==> config.mk <==
export PLATFORM = sky130hd
export DESIGN_NAME = issue_stage
export DESIGN_NICKNAME = d
export VERILOG_FILES = /design/src/issue_pkg.sv /design/src/issue_stage.sv /design/src/issue_slot.sv /design/src/issue_control.sv /design/src/operand_resolve.sv
export SDC_FILE = /design/constraint.sdc
export NUM_CORES = 1
export LEC_CHECK = 0
export BUFFER_PORTS_ARGS = -buffer_cell sky130_fd_sc_hd__buf_2
export CAP_MARGIN = 5
export CORE_AREA = 8 8 387 389
export CTS_BUF_LIST = sky130_fd_sc_hd__clkbuf_16
export DETAILED_ROUTE_END_ITERATION = 10
export DIE_AREA = 0 0 395 397
export HOLD_SLACK_MARGIN = 0.1
export PLACE_DENSITY = 0.39
export SLEW_MARGIN = 20
export SYNTH_ARGS = -nofsm -noshare
export SYNTH_HDL_FRONTEND = slang
export SYNTH_SLANG_ARGS = --single-unit
==> constraint.sdc <==
create_clock -name clk -period 21.6 [get_ports clk]
set_input_delay 2.16 -clock clk [delete_from_list [all_inputs] [get_ports clk]]
set_output_delay 2.16 -clock clk [all_outputs]
set_load 0.03 [all_outputs]
==> src/issue_pkg.sv <==
package issue_pkg;

    // Datapath and register index widths
    localparam int XLEN = 64;
    localparam int REG_W = 5;

    // Load/store immediate offset width
    localparam int LSP_OFFSET_W = 12;

    typedef logic [REG_W-1:0] reg_idx_t;
    typedef logic [XLEN-1:0] xdata_t;

    // First operand source
    typedef enum logic [1:0] {
        OPR1_RS1  = 2'd0,
        OPR1_PC   = 2'd1,
        OPR1_ZERO = 2'd2,
        OPR1_ZIMM = 2'd3    // rs1 field, zero-extended
    } opr1_sel_t;

    // Second operand source, code 3 is unused
    typedef enum logic [1:0] {
        OPR2_RS2  = 2'd0,
        OPR2_IMM  = 2'd1,
        OPR2_FOUR = 2'd2
    } opr2_sel_t;

    // Op type, any other code never issues
    typedef enum logic [2:0] {
        OT_INT   = 3'd0,
        OT_LOAD  = 3'd1,
        OT_STORE = 3'd2
    } op_type_t;

    // Integer pipe request
    typedef struct packed {
        xdata_t     pc;
        reg_idx_t   dst;
        logic       wb_en;
        logic [3:0] op;
        logic       option;
        logic       truncate;
        xdata_t     operand1;
        xdata_t     operand2;
    } ip_req_t;

    // Load/store pipe request
    typedef struct packed {
        xdata_t                  pc;
        reg_idx_t                dst;
        logic                    wb_en;
        xdata_t                  base;
        logic [LSP_OFFSET_W-1:0] offset;
        xdata_t                  source;
        logic                    mem_sign;
        logic [1:0]              mem_width;
    } lsp_req_t;

endpackage
==> src/issue_stage.sv <==
`timescale 1ns/10ps

module issue_stage (
    input  logic                                 clk,
    input  logic                                 rst,
    input  logic                                 pipe_flush,
    // Decoder
    input  issue_pkg::xdata_t                    dec_pc,
    input  logic [3:0]                           dec_op,
    input  logic                                 dec_option,
    input  logic                                 dec_truncate,
    input  issue_pkg::op_type_t                  dec_op_type,
    input  issue_pkg::opr1_sel_t                 dec_operand1,
    input  issue_pkg::opr2_sel_t                 dec_operand2,
    input  issue_pkg::xdata_t                    dec_imm,
    input  issue_pkg::reg_idx_t                  dec_rs1,
    input  issue_pkg::reg_idx_t                  dec_rs2,
    input  issue_pkg::reg_idx_t                  dec_rd,
    input  logic                                 dec_wb_en,
    input  logic                                 dec_mem_sign,
    input  logic [1:0]                           dec_mem_width,
    input  logic                                 dec_valid,
    output logic                                 dec_ready,
    // Register file
    output issue_pkg::reg_idx_t                  rf_rsrc0,
    input  issue_pkg::xdata_t                    rf_rdata0,
    output issue_pkg::reg_idx_t                  rf_rsrc1,
    input  issue_pkg::xdata_t                    rf_rdata1,
    // Forwarding and stall points
    input  logic                                 wb_buf_valid,
    input  issue_pkg::reg_idx_t                  wb_buf_dst,
    input  issue_pkg::xdata_t                    wb_buf_value,
    input  logic                                 ip_wb_valid,
    input  logic                                 ip_wb_wb_en,
    input  issue_pkg::reg_idx_t                  ip_wb_dst,
    input  issue_pkg::xdata_t                    ip_wb_result,
    input  issue_pkg::xdata_t                    ip_forwarding,
    input  logic                                 lsp_wb_valid,
    input  logic                                 lsp_wb_wb_en,
    input  issue_pkg::reg_idx_t                  lsp_wb_dst,
    input  issue_pkg::xdata_t                    lsp_wb_result,
    input  logic                                 lsp_mem_wb_en,
    input  issue_pkg::reg_idx_t                  lsp_mem_dst,
    // Integer pipe
    output logic                                 ip_valid,
    input  logic                                 ip_ready,
    output issue_pkg::xdata_t                    ip_pc,
    output issue_pkg::reg_idx_t                  ip_dst,
    output logic                                 ip_wb_en,
    output logic [3:0]                           ip_op,
    output logic                                 ip_option,
    output logic                                 ip_truncate,
    output issue_pkg::xdata_t                    ip_operand1,
    output issue_pkg::xdata_t                    ip_operand2,
    // Load/store pipe
    output logic                                 lsp_valid,
    input  logic                                 lsp_ready,
    output issue_pkg::xdata_t                    lsp_pc,
    output issue_pkg::reg_idx_t                  lsp_dst,
    output logic                                 lsp_wb_en,
    output issue_pkg::xdata_t                    lsp_base,
    output logic [issue_pkg::LSP_OFFSET_W-1:0]   lsp_offset,
    output issue_pkg::xdata_t                    lsp_source,
    output logic                                 lsp_mem_sign,
    output logic [1:0]                           lsp_mem_width
);

    issue_pkg::xdata_t    rs1_value;
    issue_pkg::xdata_t    rs2_value;
    logic                 rs1_ready;
    logic                 rs2_ready;
    issue_pkg::xdata_t    operand1;
    issue_pkg::xdata_t    operand2;
    logic                 issue_ip;
    logic                 issue_lsp;
    issue_pkg::ip_req_t   ip_req_in;
    issue_pkg::ip_req_t   ip_req;
    issue_pkg::lsp_req_t  lsp_req_in;
    issue_pkg::lsp_req_t  lsp_req;

    // Register file is read with the raw source fields
    assign rf_rsrc0 = dec_rs1;
    assign rf_rsrc1 = dec_rs2;

    operand_resolve u_rs1 (
        .rsrc(dec_rs1), .rdata(rf_rdata0),
        .wb_buf_valid(wb_buf_valid), .wb_buf_dst(wb_buf_dst), .wb_buf_value(wb_buf_value),
        .ip_wb_valid(ip_wb_valid), .ip_wb_wb_en(ip_wb_wb_en),
        .ip_wb_dst(ip_wb_dst), .ip_wb_result(ip_wb_result), .ip_forwarding(ip_forwarding),
        .lsp_wb_valid(lsp_wb_valid), .lsp_wb_wb_en(lsp_wb_wb_en),
        .lsp_wb_dst(lsp_wb_dst), .lsp_wb_result(lsp_wb_result),
        .lsp_mem_wb_en(lsp_mem_wb_en), .lsp_mem_dst(lsp_mem_dst),
        .ip_valid(ip_valid), .ip_ready(ip_ready), .ip_wb_en(ip_wb_en), .ip_dst(ip_dst),
        .lsp_valid(lsp_valid), .lsp_wb_en(lsp_wb_en), .lsp_dst(lsp_dst),
        .value(rs1_value), .ready(rs1_ready)
    );

    operand_resolve u_rs2 (
        .rsrc(dec_rs2), .rdata(rf_rdata1),
        .wb_buf_valid(wb_buf_valid), .wb_buf_dst(wb_buf_dst), .wb_buf_value(wb_buf_value),
        .ip_wb_valid(ip_wb_valid), .ip_wb_wb_en(ip_wb_wb_en),
        .ip_wb_dst(ip_wb_dst), .ip_wb_result(ip_wb_result), .ip_forwarding(ip_forwarding),
        .lsp_wb_valid(lsp_wb_valid), .lsp_wb_wb_en(lsp_wb_wb_en),
        .lsp_wb_dst(lsp_wb_dst), .lsp_wb_result(lsp_wb_result),
        .lsp_mem_wb_en(lsp_mem_wb_en), .lsp_mem_dst(lsp_mem_dst),
        .ip_valid(ip_valid), .ip_ready(ip_ready), .ip_wb_en(ip_wb_en), .ip_dst(ip_dst),
        .lsp_valid(lsp_valid), .lsp_wb_en(lsp_wb_en), .lsp_dst(lsp_dst),
        .value(rs2_value), .ready(rs2_ready)
    );

    issue_control u_ctrl (
        .rst(rst), .dec_valid(dec_valid), .pipe_flush(pipe_flush),
        .dec_op_type(dec_op_type), .dec_operand1(dec_operand1), .dec_operand2(dec_operand2),
        .dec_pc(dec_pc), .dec_imm(dec_imm), .dec_rs1(dec_rs1), .dec_rd(dec_rd),
        .dec_wb_en(dec_wb_en),
        .rs1_value(rs1_value), .rs2_value(rs2_value),
        .rs1_ready(rs1_ready), .rs2_ready(rs2_ready),
        .ip_ready(ip_ready), .lsp_ready(lsp_ready), .lsp_valid(lsp_valid),
        .lsp_wb_en(lsp_wb_en), .lsp_mem_wb_en(lsp_mem_wb_en),
        .lsp_dst(lsp_dst), .lsp_mem_dst(lsp_mem_dst),
        .operand1(operand1), .operand2(operand2),
        .issue_ip(issue_ip), .issue_lsp(issue_lsp), .dec_ready(dec_ready)
    );

    // Pack requests
    assign ip_req_in = '{pc: dec_pc, dst: dec_rd, wb_en: dec_wb_en, op: dec_op,
                         option: dec_option, truncate: dec_truncate,
                         operand1: operand1, operand2: operand2};

    // Load/store base and store data come from the operand muxes
    assign lsp_req_in = '{pc: dec_pc, dst: dec_rd, wb_en: dec_wb_en, base: operand1,
                          offset: dec_imm[issue_pkg::LSP_OFFSET_W-1:0], source: operand2,
                          mem_sign: dec_mem_sign, mem_width: dec_mem_width};

    issue_slot #(.payload_t(issue_pkg::ip_req_t)) u_ip_slot (
        .clk(clk), .rst(rst), .flush(pipe_flush), .issue(issue_ip),
        .payload_in(ip_req_in), .ready(ip_ready), .valid(ip_valid), .payload(ip_req)
    );

    issue_slot #(.payload_t(issue_pkg::lsp_req_t)) u_lsp_slot (
        .clk(clk), .rst(rst), .flush(pipe_flush), .issue(issue_lsp),
        .payload_in(lsp_req_in), .ready(lsp_ready), .valid(lsp_valid), .payload(lsp_req)
    );

    // Unpack slot contents
    assign ip_pc       = ip_req.pc;
    assign ip_dst      = ip_req.dst;
    assign ip_wb_en    = ip_req.wb_en;
    assign ip_op       = ip_req.op;
    assign ip_option   = ip_req.option;
    assign ip_truncate = ip_req.truncate;
    assign ip_operand1 = ip_req.operand1;
    assign ip_operand2 = ip_req.operand2;

    assign lsp_pc        = lsp_req.pc;
    assign lsp_dst       = lsp_req.dst;
    assign lsp_wb_en     = lsp_req.wb_en;
    assign lsp_base      = lsp_req.base;
    assign lsp_offset    = lsp_req.offset;
    assign lsp_source    = lsp_req.source;
    assign lsp_mem_sign  = lsp_req.mem_sign;
    assign lsp_mem_width = lsp_req.mem_width;

endmodule

==> src/issue_slot.sv <==
`timescale 1ns/10ps

module issue_slot #(
    parameter type payload_t = logic [63:0]
) (
    input  logic     clk,
    input  logic     rst,
    input  logic     flush,
    input  logic     issue,
    input  payload_t payload_in,
    input  logic     ready,
    output logic     valid,
    output payload_t payload
);

    // Issue takes priority over release and flush
    always_ff @(posedge clk) begin
        if (rst) begin
            valid <= 1'b0;
        end else if (issue) begin
            valid <= 1'b1;
        end else if (ready || flush) begin
            valid <= 1'b0;
        end
    end

    // Payload only moves on issue, so it holds under back-pressure
    always_ff @(posedge clk) begin
        if (issue) begin
            payload <= payload_in;
        end
    end

endmodule

==> src/issue_control.sv <==
`timescale 1ns/10ps

module issue_control (
    input  logic                 rst,
    input  logic                 dec_valid,
    input  logic                 pipe_flush,
    input  issue_pkg::op_type_t  dec_op_type,
    input  issue_pkg::opr1_sel_t dec_operand1,
    input  issue_pkg::opr2_sel_t dec_operand2,
    input  issue_pkg::xdata_t    dec_pc,
    input  issue_pkg::xdata_t    dec_imm,
    input  issue_pkg::reg_idx_t  dec_rs1,
    input  issue_pkg::reg_idx_t  dec_rd,
    input  logic                 dec_wb_en,
    // Resolved sources
    input  issue_pkg::xdata_t    rs1_value,
    input  issue_pkg::xdata_t    rs2_value,
    input  logic                 rs1_ready,
    input  logic                 rs2_ready,
    // Downstream state
    input  logic                 ip_ready,
    input  logic                 lsp_ready,
    input  logic                 lsp_valid,
    input  logic                 lsp_wb_en,
    input  logic                 lsp_mem_wb_en,
    input  issue_pkg::reg_idx_t  lsp_dst,
    input  issue_pkg::reg_idx_t  lsp_mem_dst,
    output issue_pkg::xdata_t    operand1,
    output issue_pkg::xdata_t    operand2,
    output logic                 issue_ip,
    output logic                 issue_lsp,
    output logic                 dec_ready
);

    logic opr1_ready;
    logic opr2_ready;
    logic is_int;
    logic is_lsp;
    logic waw_mem;
    logic waw_ag;
    logic waw_ok;
    logic issue_common;

    // Operand 1 mux
    always_comb begin
        case (dec_operand1)
            issue_pkg::OPR1_RS1:  operand1 = rs1_value;
            issue_pkg::OPR1_PC:   operand1 = dec_pc;
            issue_pkg::OPR1_ZERO: operand1 = '0;
            issue_pkg::OPR1_ZIMM: operand1 = {{(issue_pkg::XLEN-issue_pkg::REG_W){1'b0}}, dec_rs1};
            default:              operand1 = '0;
        endcase
    end

    // Operand 2 mux
    always_comb begin
        case (dec_operand2)
            issue_pkg::OPR2_RS2:  operand2 = rs2_value;
            issue_pkg::OPR2_IMM:  operand2 = dec_imm;
            issue_pkg::OPR2_FOUR: operand2 = issue_pkg::XLEN'(4);
            default:              operand2 = '0;
        endcase
    end

    // Only register operands can hold up issue
    assign opr1_ready = (dec_operand1 != issue_pkg::OPR1_RS1) || rs1_ready;
    assign opr2_ready = (dec_operand2 != issue_pkg::OPR2_RS2) || rs2_ready;

    assign is_int = (dec_op_type == issue_pkg::OT_INT);
    assign is_lsp = (dec_op_type == issue_pkg::OT_LOAD) ||
                    (dec_op_type == issue_pkg::OT_STORE);

    // A fast integer result must not land before an older load to the same rd
    assign waw_mem = lsp_mem_wb_en && (lsp_mem_dst == dec_rd);
    assign waw_ag  = lsp_valid && lsp_wb_en && (lsp_dst == dec_rd);
    assign waw_ok  = !dec_wb_en || !(waw_mem || waw_ag);

    assign issue_common = dec_valid && !pipe_flush && opr1_ready && opr2_ready;

    assign issue_ip  = issue_common && is_int && waw_ok && ip_ready;
    assign issue_lsp = issue_common && is_lsp && lsp_ready;

    // Flush drains the decoder, otherwise hold until something issues
    assign dec_ready = !rst && (!dec_valid || pipe_flush || issue_ip || issue_lsp);

endmodule

==> src/operand_resolve.sv <==
`timescale 1ns/10ps

module operand_resolve (
    input  issue_pkg::reg_idx_t rsrc,
    input  issue_pkg::xdata_t   rdata,
    // Writeback buffer
    input  logic                wb_buf_valid,
    input  issue_pkg::reg_idx_t wb_buf_dst,
    input  issue_pkg::xdata_t   wb_buf_value,
    // Integer pipe writeback and execute
    input  logic                ip_wb_valid,
    input  logic                ip_wb_wb_en,
    input  issue_pkg::reg_idx_t ip_wb_dst,
    input  issue_pkg::xdata_t   ip_wb_result,
    input  issue_pkg::xdata_t   ip_forwarding,
    // Load/store pipe writeback and memory access
    input  logic                lsp_wb_valid,
    input  logic                lsp_wb_wb_en,
    input  issue_pkg::reg_idx_t lsp_wb_dst,
    input  issue_pkg::xdata_t   lsp_wb_result,
    input  logic                lsp_mem_wb_en,
    input  issue_pkg::reg_idx_t lsp_mem_dst,
    // Issue slot state
    input  logic                ip_valid,
    input  logic                ip_ready,
    input  logic                ip_wb_en,
    input  issue_pkg::reg_idx_t ip_dst,
    input  logic                lsp_valid,
    input  logic                lsp_wb_en,
    input  issue_pkg::reg_idx_t lsp_dst,
    output issue_pkg::xdata_t   value,
    output logic                ready
);

    logic wb_buf_hit;
    logic ip_wb_hit;
    logic ip_ex_fwd;
    logic ip_ex_stall;
    logic lsp_wb_hit;
    logic lsp_mem_stall;
    logic lsp_ag_stall;

    assign wb_buf_hit    = wb_buf_valid && (wb_buf_dst == rsrc);
    assign ip_wb_hit     = ip_wb_valid && ip_wb_wb_en && (ip_wb_dst == rsrc);
    // Integer execute forwards only once its result is being accepted
    assign ip_ex_fwd     = ip_valid && ip_ready && ip_wb_en && (ip_dst == rsrc);
    assign ip_ex_stall   = ip_valid && !ip_ready && ip_wb_en && (ip_dst == rsrc);
    assign lsp_wb_hit    = lsp_wb_valid && lsp_wb_wb_en && (lsp_wb_dst == rsrc);
    assign lsp_mem_stall = lsp_mem_wb_en && (lsp_mem_dst == rsrc);
    assign lsp_ag_stall  = lsp_valid && lsp_wb_en && (lsp_dst == rsrc);

    // Oldest point first so younger producers win
    always_comb begin
        value = rdata;
        ready = 1'b1;
        if (wb_buf_hit) begin
            value = wb_buf_value;
        end
        if (ip_wb_hit) begin
            value = ip_wb_result;
        end
        if (ip_ex_fwd) begin
            value = ip_forwarding;
        end
        if (ip_ex_stall) begin
            ready = 1'b0;
        end
        if (lsp_wb_hit) begin
            value = lsp_wb_result;
            ready = 1'b1;
        end
        if (lsp_mem_stall || lsp_ag_stall) begin
            ready = 1'b0;
        end
        // x0 reads as zero even if some stage claims to write it
        if (rsrc == '0) begin
            value = '0;
            ready = 1'b1;
        end
    end

endmodule

### Word level (Yosys, flattened, before mapping)

Cells that the tools add are included.

| word-level totals | value |
|---|---|
| register bits | 419 |
| input port bits | 576 |
| output and inout bits | 430 |
| word-level logic and storage cells | 122 |

| operators by class | value |
|---|---|
| equal/unequal tests | 21 |
| mux-type cells | 24 |
| reductions and logical operators | 59 |

Operators with widths:

| cell | number |
|---|---|
| $mux W64 | 10 |
| $pmux W64 S4 | 1 |
| $pmux W64 S3 | 1 |
| $eq A5 B5 Y1 | 14 |
| $logic_and A1 B1 Y1 | 32 |
| $logic_or A1 B1 Y1 | 12 |
| $mux W1 | 12 |
| $logic_not A5 Y1 | 2 |
| $reduce_bool A2 Y1 | 4 |
| $eq A2 B2 Y1 const B | 3 |
| $logic_not A1 Y1 | 6 |
| $eq A2 B1 Y1 const B | 2 |
| $logic_not A2 Y1 | 2 |
| $eq A3 B1 Y1 const B | 1 |
| $eq A3 B2 Y1 const B | 1 |
| $logic_not A3 Y1 | 1 |

### Longest topological paths before layout

| logic depth | value |
|---|---|
| depth in word-level cells | 17 |
| depth in mapped cells | 10 |
| mapped depth without buffers | 6 |

### Hierarchy

A second synthesis with hierarchy kept.

| second synthesis, totals | value |
|---|---|
| cells, all modules | 1920 |
| area total of the unflattened synthesis | 22203.8 µm² |

Modules (own cells, without submodules):

| module | instances | cells each | area each (µm²) | seq. area each (µm²) |
|---|---|---|---|---|
| operand_resolve | 2 | 587 | 3681.0 | 0.0 |
| issue_slot at u_lsp_slot | 1 | 217 | 6433.7 | 6416.2 |
| issue_slot at u_ip_slot | 1 | 208 | 6163.4 | 6145.9 |
| issue_control | 1 | 311 | 2169.6 | 0.0 |
| issue_stage | 1 | 10 | 75.1 | 0.0 |

### Least setup slack after synthesis

OpenSTA, ideal clock, no wires.

| path | value |
|---|---|
| path type | input-to-reg |
| start point | input port dec_rs1[4] |
| end point | register u_lsp_slot.payload[0] (netlist bit) (enable) |
| library setup time | 789 ps |
| data arrival time | 12258 ps |
| required time | 20811 ps |
| slack | 8553 ps |
| stages on the path | 7 |
| path buffers | 1 |
| cells stage by stage | buf_4 > xor2_1 > nor4_2 > and4_4 > o311a_1 > o211ai_1 > nor2_1 |

| between the ends | value |
|---|---|
| word-level cells in the longest chain between the ends | 11 |
| elaborated cells between the ends (all ways) | 19 |
| those cells by class | 4 x eq/ne; 4 x mux; 11 x reduce/logical |

RTL lines:

| item | line | source |
|---|---|---|
| from (decl) | issue_stage.sv:16 | `input issue_pkg::reg_idx_t dec_rs1,` |
| $eq A5 B5 Y1 | operand_resolve.sv:47 | `assign ip_ex_stall = ip_valid && !ip_ready && ip_wb_en && (ip_dst == rsrc);` |
| $logic_and A1 B1 Y1 | operand_resolve.sv:47 |  |
| $mux W1 | operand_resolve.sv:65 | `if (ip_ex_stall) begin` |
| $mux W1 | operand_resolve.sv:68 | `if (lsp_wb_hit) begin` |
| $mux W1 | operand_resolve.sv:72 | `if (lsp_mem_stall \|\| lsp_ag_stall) begin` |
| $mux W1 * | operand_resolve.sv:76 | `if (rsrc == '0) begin` |
| $logic_or A1 B1 Y1 * | issue_control.sv:66 | `assign opr1_ready = (dec_operand1 != issue_pkg::OPR1_RS1) \|\| rs1_ready;` |
| $logic_and A1 B1 Y1 * (2 in series) | issue_control.sv:78 | `assign issue_common = dec_valid && !pipe_flush && opr1_ready && opr2_ready;` |
| $logic_and A1 B1 Y1 * (2 in series) | issue_control.sv:81 | `assign issue_lsp = issue_common && is_lsp && lsp_ready;` |
| via issue_lsp | issue_stage.sv:75 | `logic issue_lsp;` |
| to (signal assigned) | issue_slot.sv:30 | `payload <= payload_in;` |
| to (decl) | issue_slot.sv:13 | `output payload_t payload` |

The timed path passes the listed nets; every way through them passes the cells marked *.
A chain may end at the register's enable or synchronous reset.

### Worst setup path in the final report

| path | value |
|---|---|
| start point | input port dec_rs1[4] |
| end point | register u_lsp_slot.payload[88] (netlist bit) (enable) |

The elaborated chain is that of the path after synthesis.

==> metrics <==
Finished Layout Cells 4,477; Final Critical Period 6800 ps; Vias per Instance 4.26; H-tree lvl count 2; Die Y 397 um; setup violators final 0; Critical Path Fanout Max 68; CP max stage cell buf_4; initial core utilization 0.143; Top Usage Layer GRT met2; clk buf depth 3; Slew @ Worst Pin 1100 ps; Synth async-reset ratio 0; worst skew pair latency 620 ps; Fmax about 0.15 GHz; RSZ-0062 raised after global routing no; CP Capture Type register; Syn Area/Cell 13.3 sq um; CTS Sinks 419; Layout area overhead 41.9%; layout cells sized above 1 0.469; setup TNS 0 ps; fin worst setup slack 14,800 ps; Post-route DRC 0; full die area 157,000 sq um; drt first-iter violations 1,696; Pleak slightly above 10 nW; Port Buffer Count 1,005; CTS tree built; DR WL/cell 30.0 um; Nets just over 3,000; first-pass GRT wire length ~180 mm; DP HPWL 104 mm; ys flop type edfxtp_1; clk slew on worst S/H paths 60 ps; Pins Over Slew Limit 0; Core ar. 144,000 sq um; Global Route met1 Usage 0.195; worst hold path type register to register; EDFF count, synth 417; grt ovf 0; outcome finished, final reports clean; I/O pins 1,006; remaining antenna violation count after routing 0; setup bufs post-CTS 0; sequential-to-total area share from yosys stat 0.610; final WL 134 mm; Max VDD drop 0.0511 mV; Clock Skew 20.2 ps; most frequent CP cell buf_4; Cells after Synth between 1,500 and 2,000; router iterations before antenna repair 5; largest net degree at the start of global routing 90; Final Wtd Congestion 0.857; TritonCTS Buffers 52; synth warn 0; root buf cell clkbuf_16; CTS Hold Bufs 0; library cells used by synthesis 53; number of global-route vias before repair slightly below 20,000; Mapped Area 20,600 sq um; row cnt 140; Tot GR Track Use 0.160; placed insts approximately 4,400; Tcrit/Tclk final 0.315; routed vias 19,058; filler instances 15,838; GR Util met3 0.0552; final hold violation count 0; CP Cell Sequence buf_2 -> xor2_1 -> nor4_2 -> and4_4 -> o311a_1 -> o211ai_1 -> nor2_4 -> buf_4 -> buf_4 -> buf_4; Max stage delay on crit path approximately 860 ps; DIE WIDTH 395 um; Rel. slew slack 0.265; worst hold slack 654 ps; Crit Path Class primary input to register; power per cell area around 69 nW/um^2; post-placement setup slack 14,180 ps; antenna violations before repair 68; Yosys reg bits approximately 420; syn nets 2,126; critical path arrival ~7000 ps; post-cts resize count 0; met2 global-route usage 0.267; Startpoint Class primary input; Max Cap Viol 0; worst endpoint required time 21,830 ps
==> metal layers <==
| metal | vias up | wire length [um] |
|---|---|---|
| li1 | 8146 | - |
| met1 | 9527 | 53400 |
| met2 | 1146 | 63900 |
| met3 | 205 | 12800 |
| met4 | 34 | 3940 |
| met5 | - | 203 |
==> sequential cells by signal (all words and copies together), names as in the netlist <==
signal	flops
u_ip_slot.payload	204
u_ip_slot.valid	1
u_lsp_slot.payload	213
u_lsp_slot.valid	1
==> synthesized netlist by cell type (3+ instances only) <==
library cell | n | area share
a211o_1 | 65 | 0.028
a211oi_1 | 63 | 0.023
a21o_1 | 66 | 0.024
a21oi_1 | 65 | 0.016
a22oi_1 | 64 | 0.023
and3_1 | 3 | 0.00091
buf_2 | 33 | 0.0080
buf_4 | 24 | 0.0087
buf_6 | 6 | 0.0033
buf_8 | 6 | 0.0044
clkbuf_1 | 75 | 0.014
clkbuf_4 | 4 | 0.0015
edfxtp_1 | 417 | 0.61
mux2_2 | 5 | 0.0027
mux2i_1 | 128 | 0.062
nand2_1 | 132 | 0.024
nand3_1 | 72 | 0.017
nand4_1 | 7 | 0.0021
nor2_1 | 23 | 0.0042
nor2b_1 | 3 | 0.00091
nor3_2 | 3 | 0.0015
nor4_1 | 7 | 0.0021
o211ai_1 | 23 | 0.0084
o211ai_2 | 42 | 0.026
o221ai_1 | 64 | 0.027
o22ai_1 | 50 | 0.015
xnor2_1 | 35 | 0.015
xor2_1 | 36 | 0.015
==> logic make-up (layout without fill, tap and decap cells) <==
logic type,Yosys count,in the layout,synth area share
AO/OA/AOI/OAI,513,513,0.195
flip-flops,419,419,0.610
AND/OR/NAND/NOR,263,263,0.0591
buffers and inverters,151,1138,0.0409
multiplexers,133,133,0.0649
XOR/XNOR,71,71,0.0302
other,0,23,0
==> report_power, final <==
part	switching, mW	internal [mW]	leakage (nW)
Combinational	0.170	0.0869	6.07
Clock	0.376	0.468	0.822
Sequential	0.00449	0.913	3.48
Total	0.550	1.47	10.4
==> layout by cell type, fill, tap and decap left out, types with 3 or more instances in the layout <==
cell        instances
a211o_1            64
a211oi_1           63
a21o_1             66
a21oi_1            65
a22oi_1            64
buf_2            1005
buf_4              36
clkbuf_16          53
clkinv_1            9
clkinv_2           13
clkinvlp_4          4
diode_2            23
edfxtp_1          417
inv_1              12
mux2_2              5
mux2i_1           128
nand2_1           132
nand3_1            72
nand4_1             7
nor2_1             20
nor2_4              3
nor4_1              7
o211ai_1           23
o211ai_2           42
o221ai_1           64
o22ai_1            50
xnor2_1            35
xor2_1             36
==> per-stage QoR <==
stage,cell area [sq um],total power [mW],utilization
CTS,29200,2.05,0.202
floorplan,20600,1.05,-
global placement,27600,1.19,0.191
detailed placement,27600,1.19,0.191
finish,29200,2.02,0.203
global route,29200,2.09,0.203
==> final timing paths <==
check	from	endpoint	slack, ps	cells past startpoint
setup / recovery	dec_rs1[4]	u_lsp_slot.payload[88]	14800	10
hold / removal	u_ip_slot.valid	u_ip_slot.valid	650	2
setup reg to reg	u_lsp_slot.payload[146]	u_lsp_slot.payload[88]	16810	9
hold reg to reg	u_ip_slot.valid	u_ip_slot.valid	650	2
==> final cells by class <==
cell class | instances | area (sq um) | area share
clock buffers | 53 | 1330 | 0.0454
multi-input cells | 980 | 7290 | 0.250
inverters | 1 | 3.75 | 0.000128
repair buffers | 1042 | 5320 | 0.182
clock inverters | 42 | 262 | 0.00895
well taps | 1917 | 2400 | 0.0821
flip-flops and latches | 419 | 12600 | 0.430
diodes | 23 | 57.6 | 0.00197
==> critical path, delay by kind of cell <==
kind,cells,cell delay (ps)
buf+inv,4,2390
simple gates,3,1550
compound gates,2,490
xor+xnor,1,130
Note: power is estimated with default switching activity, not from simulation.
